[src/design/scaler_consts.svh]
// Scaler control constants
`ifndef SCALER_CONSTS_SVH
`define SCALER_CONSTS_SVH

// Pixel and line count width
`define SCALER_DIM_W 12

// Aspect value width, top bit flags an absolute size
`define SCALER_AR_W 13

// HPS user I/O word width
`define SCALER_IO_W 16

// Output mode after reset
`define SCALER_DEF_WIDTH 12'd1920
`define SCALER_DEF_HEIGHT 12'd1080

// Command opcodes
`define SCALER_OP_VIDEO_MODE 8'h20
`define SCALER_OP_VSET 8'h27
`define SCALER_OP_HSET 8'h37
`define SCALER_OP_AR_CUSTOM 8'h3A
`define SCALER_OP_STATUS 8'h40

`endif

[src/design/video_pkg.sv]
// Video geometry types
`include "scaler_consts.svh"

package video_pkg;

	typedef logic [`SCALER_DIM_W-1:0] dim_t;
	typedef logic [`SCALER_AR_W-1:0] ar_val_t;

	typedef struct packed {
		dim_t width;
		dim_t height;
	} frame_size_t;

	// Forced output size and scaling flags
	typedef struct packed {
		dim_t vset;
		dim_t hset;
		logic free_scale;
		logic pix_rep;
	} scale_ctrl_t;

	typedef struct packed {
		ar_val_t x;
		ar_val_t y;
	} ar_pair_t;

	typedef struct packed {
		ar_pair_t custom1;
		ar_pair_t custom2;
	} ar_custom_t;

	// Ratio after custom selection, arxy set means absolute size
	typedef struct packed {
		logic arxy;
		dim_t arx;
		dim_t ary;
	} ar_resolved_t;

	typedef struct packed {
		dim_t hmin;
		dim_t hmax;
		dim_t vmin;
		dim_t vmax;
	} window_t;

endpackage

[src/design/hps_cmd_pkg.sv]
// HPS command types
`include "scaler_consts.svh"

package hps_cmd_pkg;

	// Opcodes carried by the first strobe of a command
	typedef enum logic [7:0] {
		OP_VIDEO_MODE = `SCALER_OP_VIDEO_MODE,
		OP_VSET       = `SCALER_OP_VSET,
		OP_HSET       = `SCALER_OP_HSET,
		OP_AR_CUSTOM  = `SCALER_OP_AR_CUSTOM,
		OP_STATUS     = `SCALER_OP_STATUS
	} cmd_op_e;

	// Waiting for opcode, or collecting argument words
	typedef enum logic {
		CMD_IDLE,
		CMD_ARGS
	} cmd_state_e;

endpackage

[src/design/umuldiv.sv]
// Sequential multiply-divide unit
module umuldiv #(
	parameter int WIDTH = 12
) (
	input  logic             clk_sys,
	input  logic             rst_n_i,
	input  logic             start_i,
	input  logic [WIDTH-1:0] mul1_i,
	input  logic [WIDTH-1:0] mul2_i,
	input  logic [WIDTH-1:0] div_i,
	output logic             busy_o,
	output logic [WIDTH-1:0] result_o
);
	localparam int STEP_W = $clog2(WIDTH + 1);
	localparam logic [STEP_W-1:0] STEP_LAST = STEP_W'(WIDTH - 1);

	typedef enum logic [1:0] {
		MD_IDLE,
		MD_MUL,
		MD_DIV,
		MD_DONE
	} md_state_e;

	md_state_e state;
	logic [STEP_W-1:0] step;
	logic [2*WIDTH-1:0] acc;
	logic [2*WIDTH-1:0] mcand;
	logic [WIDTH-1:0] mplier;
	logic [WIDTH-1:0] divisor;
	logic [WIDTH-1:0] rem;
	logic [WIDTH:0] rem_a;
	logic [WIDTH:0] rem_b;
	logic [WIDTH-1:0] rem_1;
	logic [WIDTH-1:0] rem_2;
	logic q_1;
	logic q_2;

	assign busy_o = (state != MD_IDLE);

	// Two restoring steps per clock, product bits enter from the top of acc
	always_comb begin
		rem_a = {rem, acc[2*WIDTH-1]};
		q_1 = (rem_a >= {1'b0, divisor});
		rem_1 = q_1 ? (rem_a[WIDTH-1:0] - divisor) : rem_a[WIDTH-1:0];
		rem_b = {rem_1, acc[2*WIDTH-2]};
		q_2 = (rem_b >= {1'b0, divisor});
		rem_2 = q_2 ? (rem_b[WIDTH-1:0] - divisor) : rem_b[WIDTH-1:0];
	end

	always_ff @(posedge clk_sys or negedge rst_n_i) begin
		if (!rst_n_i) begin
			state <= MD_IDLE;
			step <= '0;
			result_o <= '0;
		end else if (start_i) begin
			state <= MD_MUL;
			step <= '0;
		end else begin
			case (state)
				MD_MUL, MD_DIV: begin
					step <= step + 1'b1;
					if (step == STEP_LAST) begin
						step <= '0;
						state <= (state == MD_MUL) ? MD_DIV : MD_DONE;
					end
				end
				MD_DONE: begin
					// Quotient truncated to the operand width
					result_o <= acc[WIDTH-1:0];
					state <= MD_IDLE;
				end
				default: ;
			endcase
		end
	end

	always_ff @(posedge clk_sys) begin
		if (start_i) begin
			acc <= '0;
			mcand <= {{WIDTH{1'b0}}, mul1_i};
			mplier <= mul2_i;
			divisor <= div_i;
			rem <= '0;
		end else if (state == MD_MUL) begin
			if (mplier[0]) begin
				acc <= acc + mcand;
			end
			mcand <= mcand << 1;
			mplier <= mplier >> 1;
		end else if (state == MD_DIV) begin
			acc <= {acc[2*WIDTH-3:0], q_1, q_2};
			rem <= rem_2;
		end
	end

	a_div_nonzero: assert property (
		@(posedge clk_sys) disable iff (!rst_n_i)
		start_i |-> (div_i != '0)
	);

endmodule

[src/design/hps_cmd_regs.sv]
// HPS command decoder and settings registers
`include "scaler_consts.svh"

module hps_cmd_regs (
	input  logic                      clk_sys,
	input  logic                      rst_n_i,
	input  logic                      io_uio_i,
	input  logic                      io_strobe_i,
	input  logic [`SCALER_IO_W-1:0]   io_din_i,
	input  video_pkg::ar_resolved_t   ar_resolved_i,
	output video_pkg::frame_size_t    mode_size_o,
	output video_pkg::scale_ctrl_t    scale_ctrl_o,
	output video_pkg::ar_custom_t     ar_custom_o,
	output logic [`SCALER_IO_W-1:0]   io_dout_o
);
	import hps_cmd_pkg::*;

	localparam int PAD_W = `SCALER_IO_W - `SCALER_DIM_W - 1;

	cmd_state_e state;
	cmd_op_e    opcode;
	logic [3:0] arg_cnt;

	//////////////////////////////////////////////////////////////////////
	// Decoder and register file
	//////////////////////////////////////////////////////////////////////

	always_ff @(posedge clk_sys or negedge rst_n_i) begin
		if (!rst_n_i) begin
			state <= CMD_IDLE;
			opcode <= cmd_op_e'(8'h00);
			arg_cnt <= '0;
			mode_size_o.width <= `SCALER_DEF_WIDTH;
			mode_size_o.height <= `SCALER_DEF_HEIGHT;
			scale_ctrl_o <= '0;
			ar_custom_o <= '0;
			io_dout_o <= '0;
		end else if (!io_uio_i) begin
			// Frame closed, wait for next opcode
			state <= CMD_IDLE;
			io_dout_o <= '0;
		end else if (io_strobe_i) begin
			io_dout_o <= '0;
			if (state == CMD_IDLE) begin
				state <= CMD_ARGS;
				opcode <= cmd_op_e'(io_din_i[7:0]);
				arg_cnt <= '0;
				// Mode-set acknowledge
				if (io_din_i[7:0] == OP_VIDEO_MODE) begin
					io_dout_o <= `SCALER_IO_W'(3);
				end
			end else begin
				// Counter sticks at the top, later words are ignored
				if (arg_cnt != 4'hF) begin
					arg_cnt <= arg_cnt + 4'd1;
				end
				case (opcode)
					OP_VIDEO_MODE: begin
						if (arg_cnt == 4'd0) begin
							mode_size_o.width <= io_din_i[`SCALER_DIM_W-1:0];
							scale_ctrl_o.pix_rep <= io_din_i[15];
						end
						// Words 1..3 are porch and sync, unused here
						if (arg_cnt == 4'd4) begin
							mode_size_o.height <= io_din_i[`SCALER_DIM_W-1:0];
						end
					end
					OP_VSET: begin
						if (arg_cnt == 4'd0) begin
							scale_ctrl_o.vset <= io_din_i[`SCALER_DIM_W-1:0];
						end
					end
					OP_HSET: begin
						if (arg_cnt == 4'd0) begin
							scale_ctrl_o.hset <= io_din_i[`SCALER_DIM_W-1:0];
							scale_ctrl_o.free_scale <= io_din_i[15];
						end
					end
					OP_AR_CUSTOM: begin
						case (arg_cnt)
							4'd0: ar_custom_o.custom1.x <= io_din_i[`SCALER_AR_W-1:0];
							4'd1: ar_custom_o.custom1.y <= io_din_i[`SCALER_AR_W-1:0];
							4'd2: ar_custom_o.custom2.x <= io_din_i[`SCALER_AR_W-1:0];
							4'd3: ar_custom_o.custom2.y <= io_din_i[`SCALER_AR_W-1:0];
							default: ;
						endcase
					end
					OP_STATUS: begin
						// Resolved aspect readback
						if (arg_cnt == 4'd0) begin
							io_dout_o <= {{PAD_W{1'b0}}, ar_resolved_i.arxy, ar_resolved_i.arx};
						end
						if (arg_cnt == 4'd1) begin
							io_dout_o <= {{PAD_W{1'b0}}, ar_resolved_i.arxy, ar_resolved_i.ary};
						end
					end
					default: ;
				endcase
			end
		end
	end

	// Readback must clear as soon as the host drops the frame
	a_dout_clear: assert property (
		@(posedge clk_sys) disable iff (!rst_n_i)
		!io_uio_i |=> (io_dout_o == '0)
	);

endmodule

[src/design/aspect_window.sv]
// Aspect ratio window calculator
`include "scaler_consts.svh"

module aspect_window (
	input  logic                      clk_sys,
	input  logic                      rst_n_i,
	input  video_pkg::frame_size_t    mode_size_i,
	input  video_pkg::scale_ctrl_t    scale_ctrl_i,
	input  video_pkg::ar_custom_t     ar_custom_i,
	input  video_pkg::ar_pair_t       core_ar_i,
	output video_pkg::ar_resolved_t   ar_resolved_o,
	output video_pkg::window_t        window_o,
	output video_pkg::frame_size_t    scaled_size_o
);
	import video_pkg::*;

	typedef enum logic [2:0] {
		AW_SELECT,
		AW_START_W,
		AW_WAIT_W,
		AW_START_H,
		AW_WAIT_H,
		AW_CLIP,
		AW_WINDOW
	} aw_state_e;

	aw_state_e state;
	ar_pair_t sel_pair;
	dim_t width_sel, height_sel;
	dim_t calc_x, calc_y;
	dim_t wcalc, hcalc;
	dim_t video_w, video_h;
	dim_t h_off, v_off;
	logic md_start, md_busy;
	dim_t md_mul1, md_mul2, md_div, md_result;

	always_comb begin
		width_sel = (scale_ctrl_i.hset != '0 && scale_ctrl_i.hset < mode_size_i.width) ?
			scale_ctrl_i.hset : mode_size_i.width;
		height_sel = (scale_ctrl_i.vset != '0 && scale_ctrl_i.vset < mode_size_i.height) ?
			scale_ctrl_i.vset : mode_size_i.height;
		// Core y of zero picks a custom ratio by index
		sel_pair = core_ar_i;
		if (core_ar_i.y == '0) begin
			case (core_ar_i.x)
				`SCALER_AR_W'(1): sel_pair = ar_custom_i.custom1;
				`SCALER_AR_W'(2): sel_pair = ar_custom_i.custom2;
				default: sel_pair = '0;
			endcase
		end
		h_off = (mode_size_i.width - video_w) >> 1;
		v_off = (mode_size_i.height - video_h) >> 1;
	end

	always_ff @(posedge clk_sys or negedge rst_n_i) begin
		if (!rst_n_i) begin
			scaled_size_o <= '0;
			ar_resolved_o <= '0;
		end else begin
			scaled_size_o.width <= width_sel << scale_ctrl_i.pix_rep;
			scaled_size_o.height <= height_sel;
			ar_resolved_o.arxy <= sel_pair.x[`SCALER_AR_W-1] | sel_pair.y[`SCALER_AR_W-1];
			ar_resolved_o.arx <= sel_pair.x[`SCALER_DIM_W-1:0];
			ar_resolved_o.ary <= sel_pair.y[`SCALER_DIM_W-1:0];
		end
	end

	//////////////////////////////////////////////////////////////////////
	// Window sequencer, runs continuously
	//////////////////////////////////////////////////////////////////////

	always_ff @(posedge clk_sys or negedge rst_n_i) begin
		if (!rst_n_i) begin
			state <= AW_SELECT;
			md_start <= 1'b0;
			md_mul1 <= '0;
			md_mul2 <= '0;
			md_div <= '0;
			calc_x <= '0;
			calc_y <= '0;
			wcalc <= '0;
			hcalc <= '0;
			video_w <= '0;
			video_h <= '0;
			window_o <= '0;
		end else begin
			md_start <= 1'b0;
			case (state)
				AW_SELECT: begin
					if (scale_ctrl_i.free_scale || ar_resolved_o.arx == '0 ||
						ar_resolved_o.ary == '0) begin
						wcalc <= scaled_size_o.width;
						hcalc <= scaled_size_o.height;
						state <= AW_CLIP;
					end else if (ar_resolved_o.arxy) begin
						// Absolute picture size
						wcalc <= ar_resolved_o.arx;
						hcalc <= ar_resolved_o.ary;
						state <= AW_CLIP;
					end else begin
						// Ratio held for both divides of this pass
						calc_x <= ar_resolved_o.arx;
						calc_y <= ar_resolved_o.ary;
						state <= AW_START_W;
					end
				end
				AW_START_W: begin
					md_mul1 <= scaled_size_o.height;
					md_mul2 <= calc_x;
					md_div <= calc_y;
					md_start <= 1'b1;
					state <= AW_WAIT_W;
				end
				AW_WAIT_W: begin
					if (!md_start && !md_busy) begin
						wcalc <= md_result;
						state <= AW_START_H;
					end
				end
				AW_START_H: begin
					md_mul1 <= scaled_size_o.width;
					md_mul2 <= calc_y;
					md_div <= calc_x;
					md_start <= 1'b1;
					state <= AW_WAIT_H;
				end
				AW_WAIT_H: begin
					if (!md_start && !md_busy) begin
						hcalc <= md_result;
						state <= AW_CLIP;
					end
				end
				AW_CLIP: begin
					video_w <= ((wcalc > scaled_size_o.width) ? scaled_size_o.width : wcalc) >>
						scale_ctrl_i.pix_rep;
					video_h <= (hcalc > scaled_size_o.height) ? scaled_size_o.height : hcalc;
					state <= AW_WINDOW;
				end
				AW_WINDOW: begin
					// Centre the picture inside the output mode
					window_o.hmin <= h_off;
					window_o.hmax <= h_off + video_w - 1'b1;
					window_o.vmin <= v_off;
					window_o.vmax <= v_off + video_h - 1'b1;
					state <= AW_SELECT;
				end
				default: state <= AW_SELECT;
			endcase
		end
	end

	umuldiv #(
		.WIDTH(`SCALER_DIM_W)
	) u_muldiv (
		.clk_sys  (clk_sys),
		.rst_n_i  (rst_n_i),
		.start_i  (md_start),
		.mul1_i   (md_mul1),
		.mul2_i   (md_mul2),
		.div_i    (md_div),
		.busy_o   (md_busy),
		.result_o (md_result)
	);

	a_no_start_busy: assert property (
		@(posedge clk_sys) disable iff (!rst_n_i)
		md_busy |-> !md_start
	);

endmodule

[src/design/scaler_ctrl_top.sv]
// Scaler control top level
`include "scaler_consts.svh"

module scaler_ctrl_top (
	input  logic                      clk_sys,
	input  logic                      rst_n_i,
	input  logic                      io_uio_i,
	input  logic                      io_strobe_i,
	input  logic [`SCALER_IO_W-1:0]   io_din_i,
	input  video_pkg::ar_pair_t       core_ar_i,
	output logic [`SCALER_IO_W-1:0]   io_dout_o,
	output video_pkg::window_t        window_o,
	output video_pkg::frame_size_t    scaled_size_o
);
	import video_pkg::*;

	frame_size_t  mode_size;
	scale_ctrl_t  scale_ctrl;
	ar_custom_t   ar_custom;
	ar_resolved_t ar_resolved;

	// Host command side
	hps_cmd_regs u_cmd_regs (
		.clk_sys       (clk_sys),
		.rst_n_i       (rst_n_i),
		.io_uio_i      (io_uio_i),
		.io_strobe_i   (io_strobe_i),
		.io_din_i      (io_din_i),
		.ar_resolved_i (ar_resolved),
		.mode_size_o   (mode_size),
		.scale_ctrl_o  (scale_ctrl),
		.ar_custom_o   (ar_custom),
		.io_dout_o     (io_dout_o)
	);

	// Picture window
	aspect_window u_aspect (
		.clk_sys       (clk_sys),
		.rst_n_i       (rst_n_i),
		.mode_size_i   (mode_size),
		.scale_ctrl_i  (scale_ctrl),
		.ar_custom_i   (ar_custom),
		.core_ar_i     (core_ar_i),
		.ar_resolved_o (ar_resolved),
		.window_o      (window_o),
		.scaled_size_o (scaled_size_o)
	);

endmodule

[config.mk]
export PLATFORM = sky130hd
export DESIGN_NAME = scaler_ctrl_top
export DESIGN_NICKNAME = d
export VERILOG_FILES = /design/src/design/video_pkg.sv /design/src/design/hps_cmd_pkg.sv /design/src/design/umuldiv.sv /design/src/design/hps_cmd_regs.sv /design/src/design/aspect_window.sv /design/src/design/scaler_ctrl_top.sv
export VERILOG_INCLUDE_DIRS = /design/src /design/src/design
export SDC_FILE = /design/constraint.sdc
export NUM_CORES = 1
export LEC_CHECK = 0
export BUFFER_PORTS_ARGS = -buffer_cell sky130_fd_sc_hd__buf_2
export CORE_ASPECT_RATIO = 1.75
export CORE_MARGIN = 1
export CORE_UTILIZATION = 30
export CTS_CLUSTER_DIAMETER = 60
export CTS_CLUSTER_SIZE = 10
export DETAILED_ROUTE_END_ITERATION = 6
export PLACE_DENSITY = 0.47
export SETUP_SLACK_MARGIN = 0.05
export SYNTH_ARGS = -nofsm -noshare
export SYNTH_HDL_FRONTEND = slang
export SYNTH_SLANG_ARGS = --single-unit
[constraint.sdc]
create_clock -name clk_sys -period 7.32 [get_ports clk_sys]
set_input_delay 0.366 -clock clk_sys [delete_from_list [all_inputs] [get_ports clk_sys]]
set_output_delay 0.366 -clock clk_sys [all_outputs]
set_load 0.01 [all_outputs]
==> impl_results.rst <==
.. list-table::
   :header-rows: 1

   * - Metric
     - Value
   * - Main area contributors after synthesis
     - sky130_fd_sc_hd__dfrtp_1 35%, sky130_fd_sc_hd__mux2_2 9.3%, sky130_fd_sc_hd__ha_1 8.4%
   * - Count leader, synth
     - sky130_fd_sc_hd__dfrtp_1
   * - Maximum cell stage delay along the critical path
     - 530 ps
   * - Max transition margin
     - 6.062%
   * - Pin slew with the least headroom to its limit
     - 1394 ps
   * - Total DRC errors in the routed layout
     - 0
   * - Global placement routability congestion
     - 0.8724
   * - Minimum setup slack among reg-to-reg paths
     - 1760 ps
   * - Post-Syn Instances
     - 2364
   * - Final routed wire length divided by cell count
     - 19.88 µm
   * - FP Rows
     - 138
   * - Share of post-route cells with drive strength above 1
     - 18.20%
   * - CTS tree
     - done
   * - Startpoint types
     - flop
   * - Proportion of synthesized chip area in sequential cells
     - 44.47%
   * - Fraction of the core area covered by cells at the end of the flow
     - 34.48%
   * - Starting density of the core
     - 30.29%
   * - Average cell area after synthesis
     - 10.35 µm²
   * - EDFF count, synth
     - 36
   * - CP Class
     - flop to flop
   * - H-tree lvl count
     - 2
   * - Via count of the first global-routing pass
     - 18740
   * - Post-detailed-routing wire length
     - 70.70 mm
   * - Power Internal
     - 0.007889 W
   * - Maximum buffer depth of the clock tree
     - 3
   * - Root buffer selected by CTS
     - sky130_fd_sc_hd__clkbuf_16
   * - Power density over cell area
     - 495.6 nW/µm²
   * - RSZ-0062 raised after global routing
     - false
   * - Router iterations before antenna repair
     - 5
   * - Via density per instance
     - 5.094
   * - Number of storage elements in the synthesis netlist
     - 437
   * - Chip width
     - 217.9 µm
   * - Leading area contributor after synthesis
     - sky130_fd_sc_hd__dfrtp_1
   * - Die ar.
     - 82780 µm²
   * - Area of combinational cells with multiple inputs
     - 12510 µm²
   * - Final cell count without fillers
     - 3556
   * - Post-route minimum period
     - 5556 ps
   * - Peak VDD IR
     - 0.0004042 V
   * - Detailed Route Iter0 Violations
     - 804
   * - Most instantiated flip-flop cell in the synthesis netlist
     - sky130_fd_sc_hd__dfrtp_1
   * - Count of unique library cells instantiated by Yosys
     - 81
   * - Share of the cycle needed by the critical path after routing
     - 75.91%
   * - Dpl hpwl
     - 52.72 mm
   * - Global-route congestion overflow total
     - 0
   * - Chip height
     - 379.9 µm
   * - Number of antenna cells inserted
     - 0
   * - Clock power frac
     - 17.0%
   * - I/O pins
     - 134
   * - Pin count of the biggest net entering global routing
     - 132
   * - Total negative setup slack
     - 0 ps
   * - Number of nets with antenna violations after routing
     - 0
   * - Syn. warnings
     - 0
   * - Max-cap check violation count
     - 0
   * - Clock latency on the worst-skew pair
     - 620 ps
   * - Net switching power
     - 0.005921 W
   * - Overall global routing resource usage
     - 17.12%
   * - Sequential cell fraction of total power
     - 27.1%
   * - Wire length of the first global-routing pass
     - 110.0 mm
   * - Crit. End Element
     - flop
   * - Hold Slack
     - 34.70 ps
   * - Synth top cells by count
     - 345 x sky130_fd_sc_hd__dfrtp_1, 203 x sky130_fd_sc_hd__mux2_2, 191 x sky130_fd_sc_hd__nand2_1, 175 x sky130_fd_sc_hd__o21ai_0, 169 x sky130_fd_sc_hd__inv_1
   * - Static leakage
     - 12.53 nW
   * - Slowest cell on crit path
     - sky130_fd_sc_hd__nand2_1
   * - Comb pwr share
     - 55.9%
   * - TritonCTS sink count
     - 437
   * - Post-synthesis cell area
     - 24480 µm²
   * - Max Slew Vio Count
     - 0
   * - Number of hold-slack violations in the final timing report
     - 0
   * - FF/Latch Area
     - 10890 µm²
   * - Yosys top cell area share
     - 35.27%
   * - Detailed-route via count
     - 18120
   * - Core Region
     - 80810 µm²
   * - Chain of cells forming the critical path
     - inv_1 -> ha_1 -> nor2b_1 -> o2111ai_1 -> nand3_1 -> a41oi_1 -> and2b_1 -> mux2i_1 -> ha_1 -> nor2b_1 -> o31a_1 -> o211ai_1 -> a31oi_1 -> o41ai_1 -> nand2_1 -> mux2_2 -> o22ai_1
   * - Antenna violations before repair
     - 1
   * - Switching portion of total power
     - 42.87%
   * - Proportion of synthesized flip-flops having asynchronous set or reset
     - 80.78%
   * - NumNets Final
     - 2693
   * - Type of the worst min-delay path
     - primary input to flop
   * - Cell count after placement
     - 3451
   * - Fill cell count
     - 8238
   * - Maximum fanout along the worst path
     - 12
   * - Clock slew at reported path FFs
     - 60 ps
   * - Arrival @ worst endpoint
     - 6080 ps
   * - Synth-to-Final Area Change
     - 13.84%
   * - Req. time, crit path
     - 7840 ps
   * - Worst Clk Skew
     - 30.64 ps
   * - Port bufs
     - 126
   * - Run status
     - complete, no violations
   * - Num CTS Buffers
     - 51
   * - Max frequency
     - 180.0 MHz
   * - Number of endpoints failing setup at the final stage
     - 0
[metrics by stage]
step,setup WS [ps],power (W),cell area [µm²]
after floorplan,2959,0.009645,24490
after global placement,1783,0.01145,26180
after detailed placement,1697,0.01160,26180
after CTS,1674,0.01406,27870
after global routing,1319,0.01514,27870
final,1764,0.01381,27870
[area by class of cell]
| type | instances | area share [%] |
|---|---|---|
| flip-flops and latches | 437 | 39.07 |
| inverters | 170 | 2.290 |
| clock buffers | 77 | 5.002 |
| well taps | 1050 | 4.715 |
| repair buffers | 172 | 3.781 |
| multi-input cells | 1644 | 44.89 |
| clock inverters | 6 | 0.2514 |
[flip-flops by register name, summed over array words and instances (netlist names), 13 cells and up]
| signal | count |
|---|---|
| u_aspect.u_muldiv.acc | 24 |
| u_cmd_regs.scale_ctrl_o | 26 |
| u_cmd_regs.io_dout_o | 13 |
| u_aspect.scaled_size_o | 24 |
| u_cmd_regs.ar_custom_o | 52 |
| u_cmd_regs.mode_size_o | 24 |
| u_aspect.u_muldiv.mcand | 24 |
| u_aspect.window_o | 46 |
| u_aspect.ar_resolved_o | 25 |
[timing repair]
item	4_1_cts	5_1_grt
setup buffers	0	0
resized for setup	0	0
endpoints found under the hold margin	98	0
hold buffers	22	0
[logic make-up (layout without fill, tap and decap cells)]
family	Yosys count	in the layout	synth area share, %
xor+xnor	69	69	2.469
fa+ha+maj	172	172	8.997
mux	343	343	15.63
simple gates	520	520	9.968
compound gates	535	535	13.86
flops	437	437	44.47
buf+inv	287	425	4.595
other cells	1	5	0.01532
[worst paths after layout]
check	start	end	cells past startpoint
worst min-delay path	core_ar_i[15]	u_aspect.ar_resolved_o[14]$_DFF_PN0_	3
min in group asynchronous	rst_n_i	u_aspect.window_o[32]$_DFFE_PN0N_	2
max in group asynchronous	rst_n_i	u_aspect.md_start$_DFF_PN0_	3
worst min register to register	u_aspect.md_div[3]$_DFFE_PN0P_	u_aspect.u_muldiv.divisor[3]$_DFFE_PP_	0
worst max register to register	u_aspect.u_muldiv.divisor[1]$_DFFE_PP_	u_aspect.u_muldiv.rem[0]$_SDFFE_PP0P_	17
worst max-delay path	u_aspect.u_muldiv.divisor[1]$_DFFE_PP_	u_aspect.u_muldiv.rem[0]$_SDFFE_PP0P_	17
[critical path, delay by kind of cell (launching register included)]
kind | cells | cell delay, ps
buffers and inverters | 1 | 180
adders and majority gates | 2 | 580
and+or+nand+nor | 5 | 1610
muxes | 2 | 860
DFF | 1 | 360
AOI/OAI and AO/OA | 7 | 1880
[placed cells by master, fill, tap and decap left out, types with 29 or more instances in the layout]
cell	Yosys	layout
sky130_fd_sc_hd__a21o_1	32	32
sky130_fd_sc_hd__a21oi_1	112	112
sky130_fd_sc_hd__a22oi_1	46	46
sky130_fd_sc_hd__buf_2	8	125
sky130_fd_sc_hd__clkbuf_16	0	51
sky130_fd_sc_hd__dfrtp_1	345	343
sky130_fd_sc_hd__dfxtp_1	48	48
sky130_fd_sc_hd__edfxtp_1	36	36
sky130_fd_sc_hd__ha_1	164	164
sky130_fd_sc_hd__inv_1	169	169
sky130_fd_sc_hd__mux2_2	203	203
sky130_fd_sc_hd__mux2i_1	129	129
sky130_fd_sc_hd__nand2_1	191	191
sky130_fd_sc_hd__nand3_1	34	34
sky130_fd_sc_hd__nand4_1	29	29
sky130_fd_sc_hd__nor2_1	128	128
sky130_fd_sc_hd__o21ai_0	175	175
sky130_fd_sc_hd__xnor2_1	42	42
[power by group through the flow]
| stage | registers [W] | logic [W] | clock network [W] |
|---|---|---|---|
| 2_1_floorplan | 0.00361 | 0.00604 | 0 |
| 3_3_place_gp | 0.00377 | 0.00769 | 0 |
| 3_5_place_dp | 0.00378 | 0.00782 | 0 |
| 4_1_cts | 0.00375 | 0.00788 | 0.00244 |
| 5_1_grt | 0.00383 | 0.00879 | 0.00252 |
| 6_report | 0.00374 | 0.00772 | 0.00235 |
[per-layer routing]
| metal | GRT usage [%] | vias to the layer above | share of wire, % |
|---|---|---|---|
| met2 | 31.56 | 308 | 53 |
| met4 | 8.469 | 2 | 5.1 |
| met3 | 2.145 | 140 | 2.6 |
| met1 | 19.02 | 8963 | 39 |
| li1 | - | 8703 | - |
| met5 | 0 | - | 0.018 |
No activity file was read; power rests on OpenSTA's default activity.
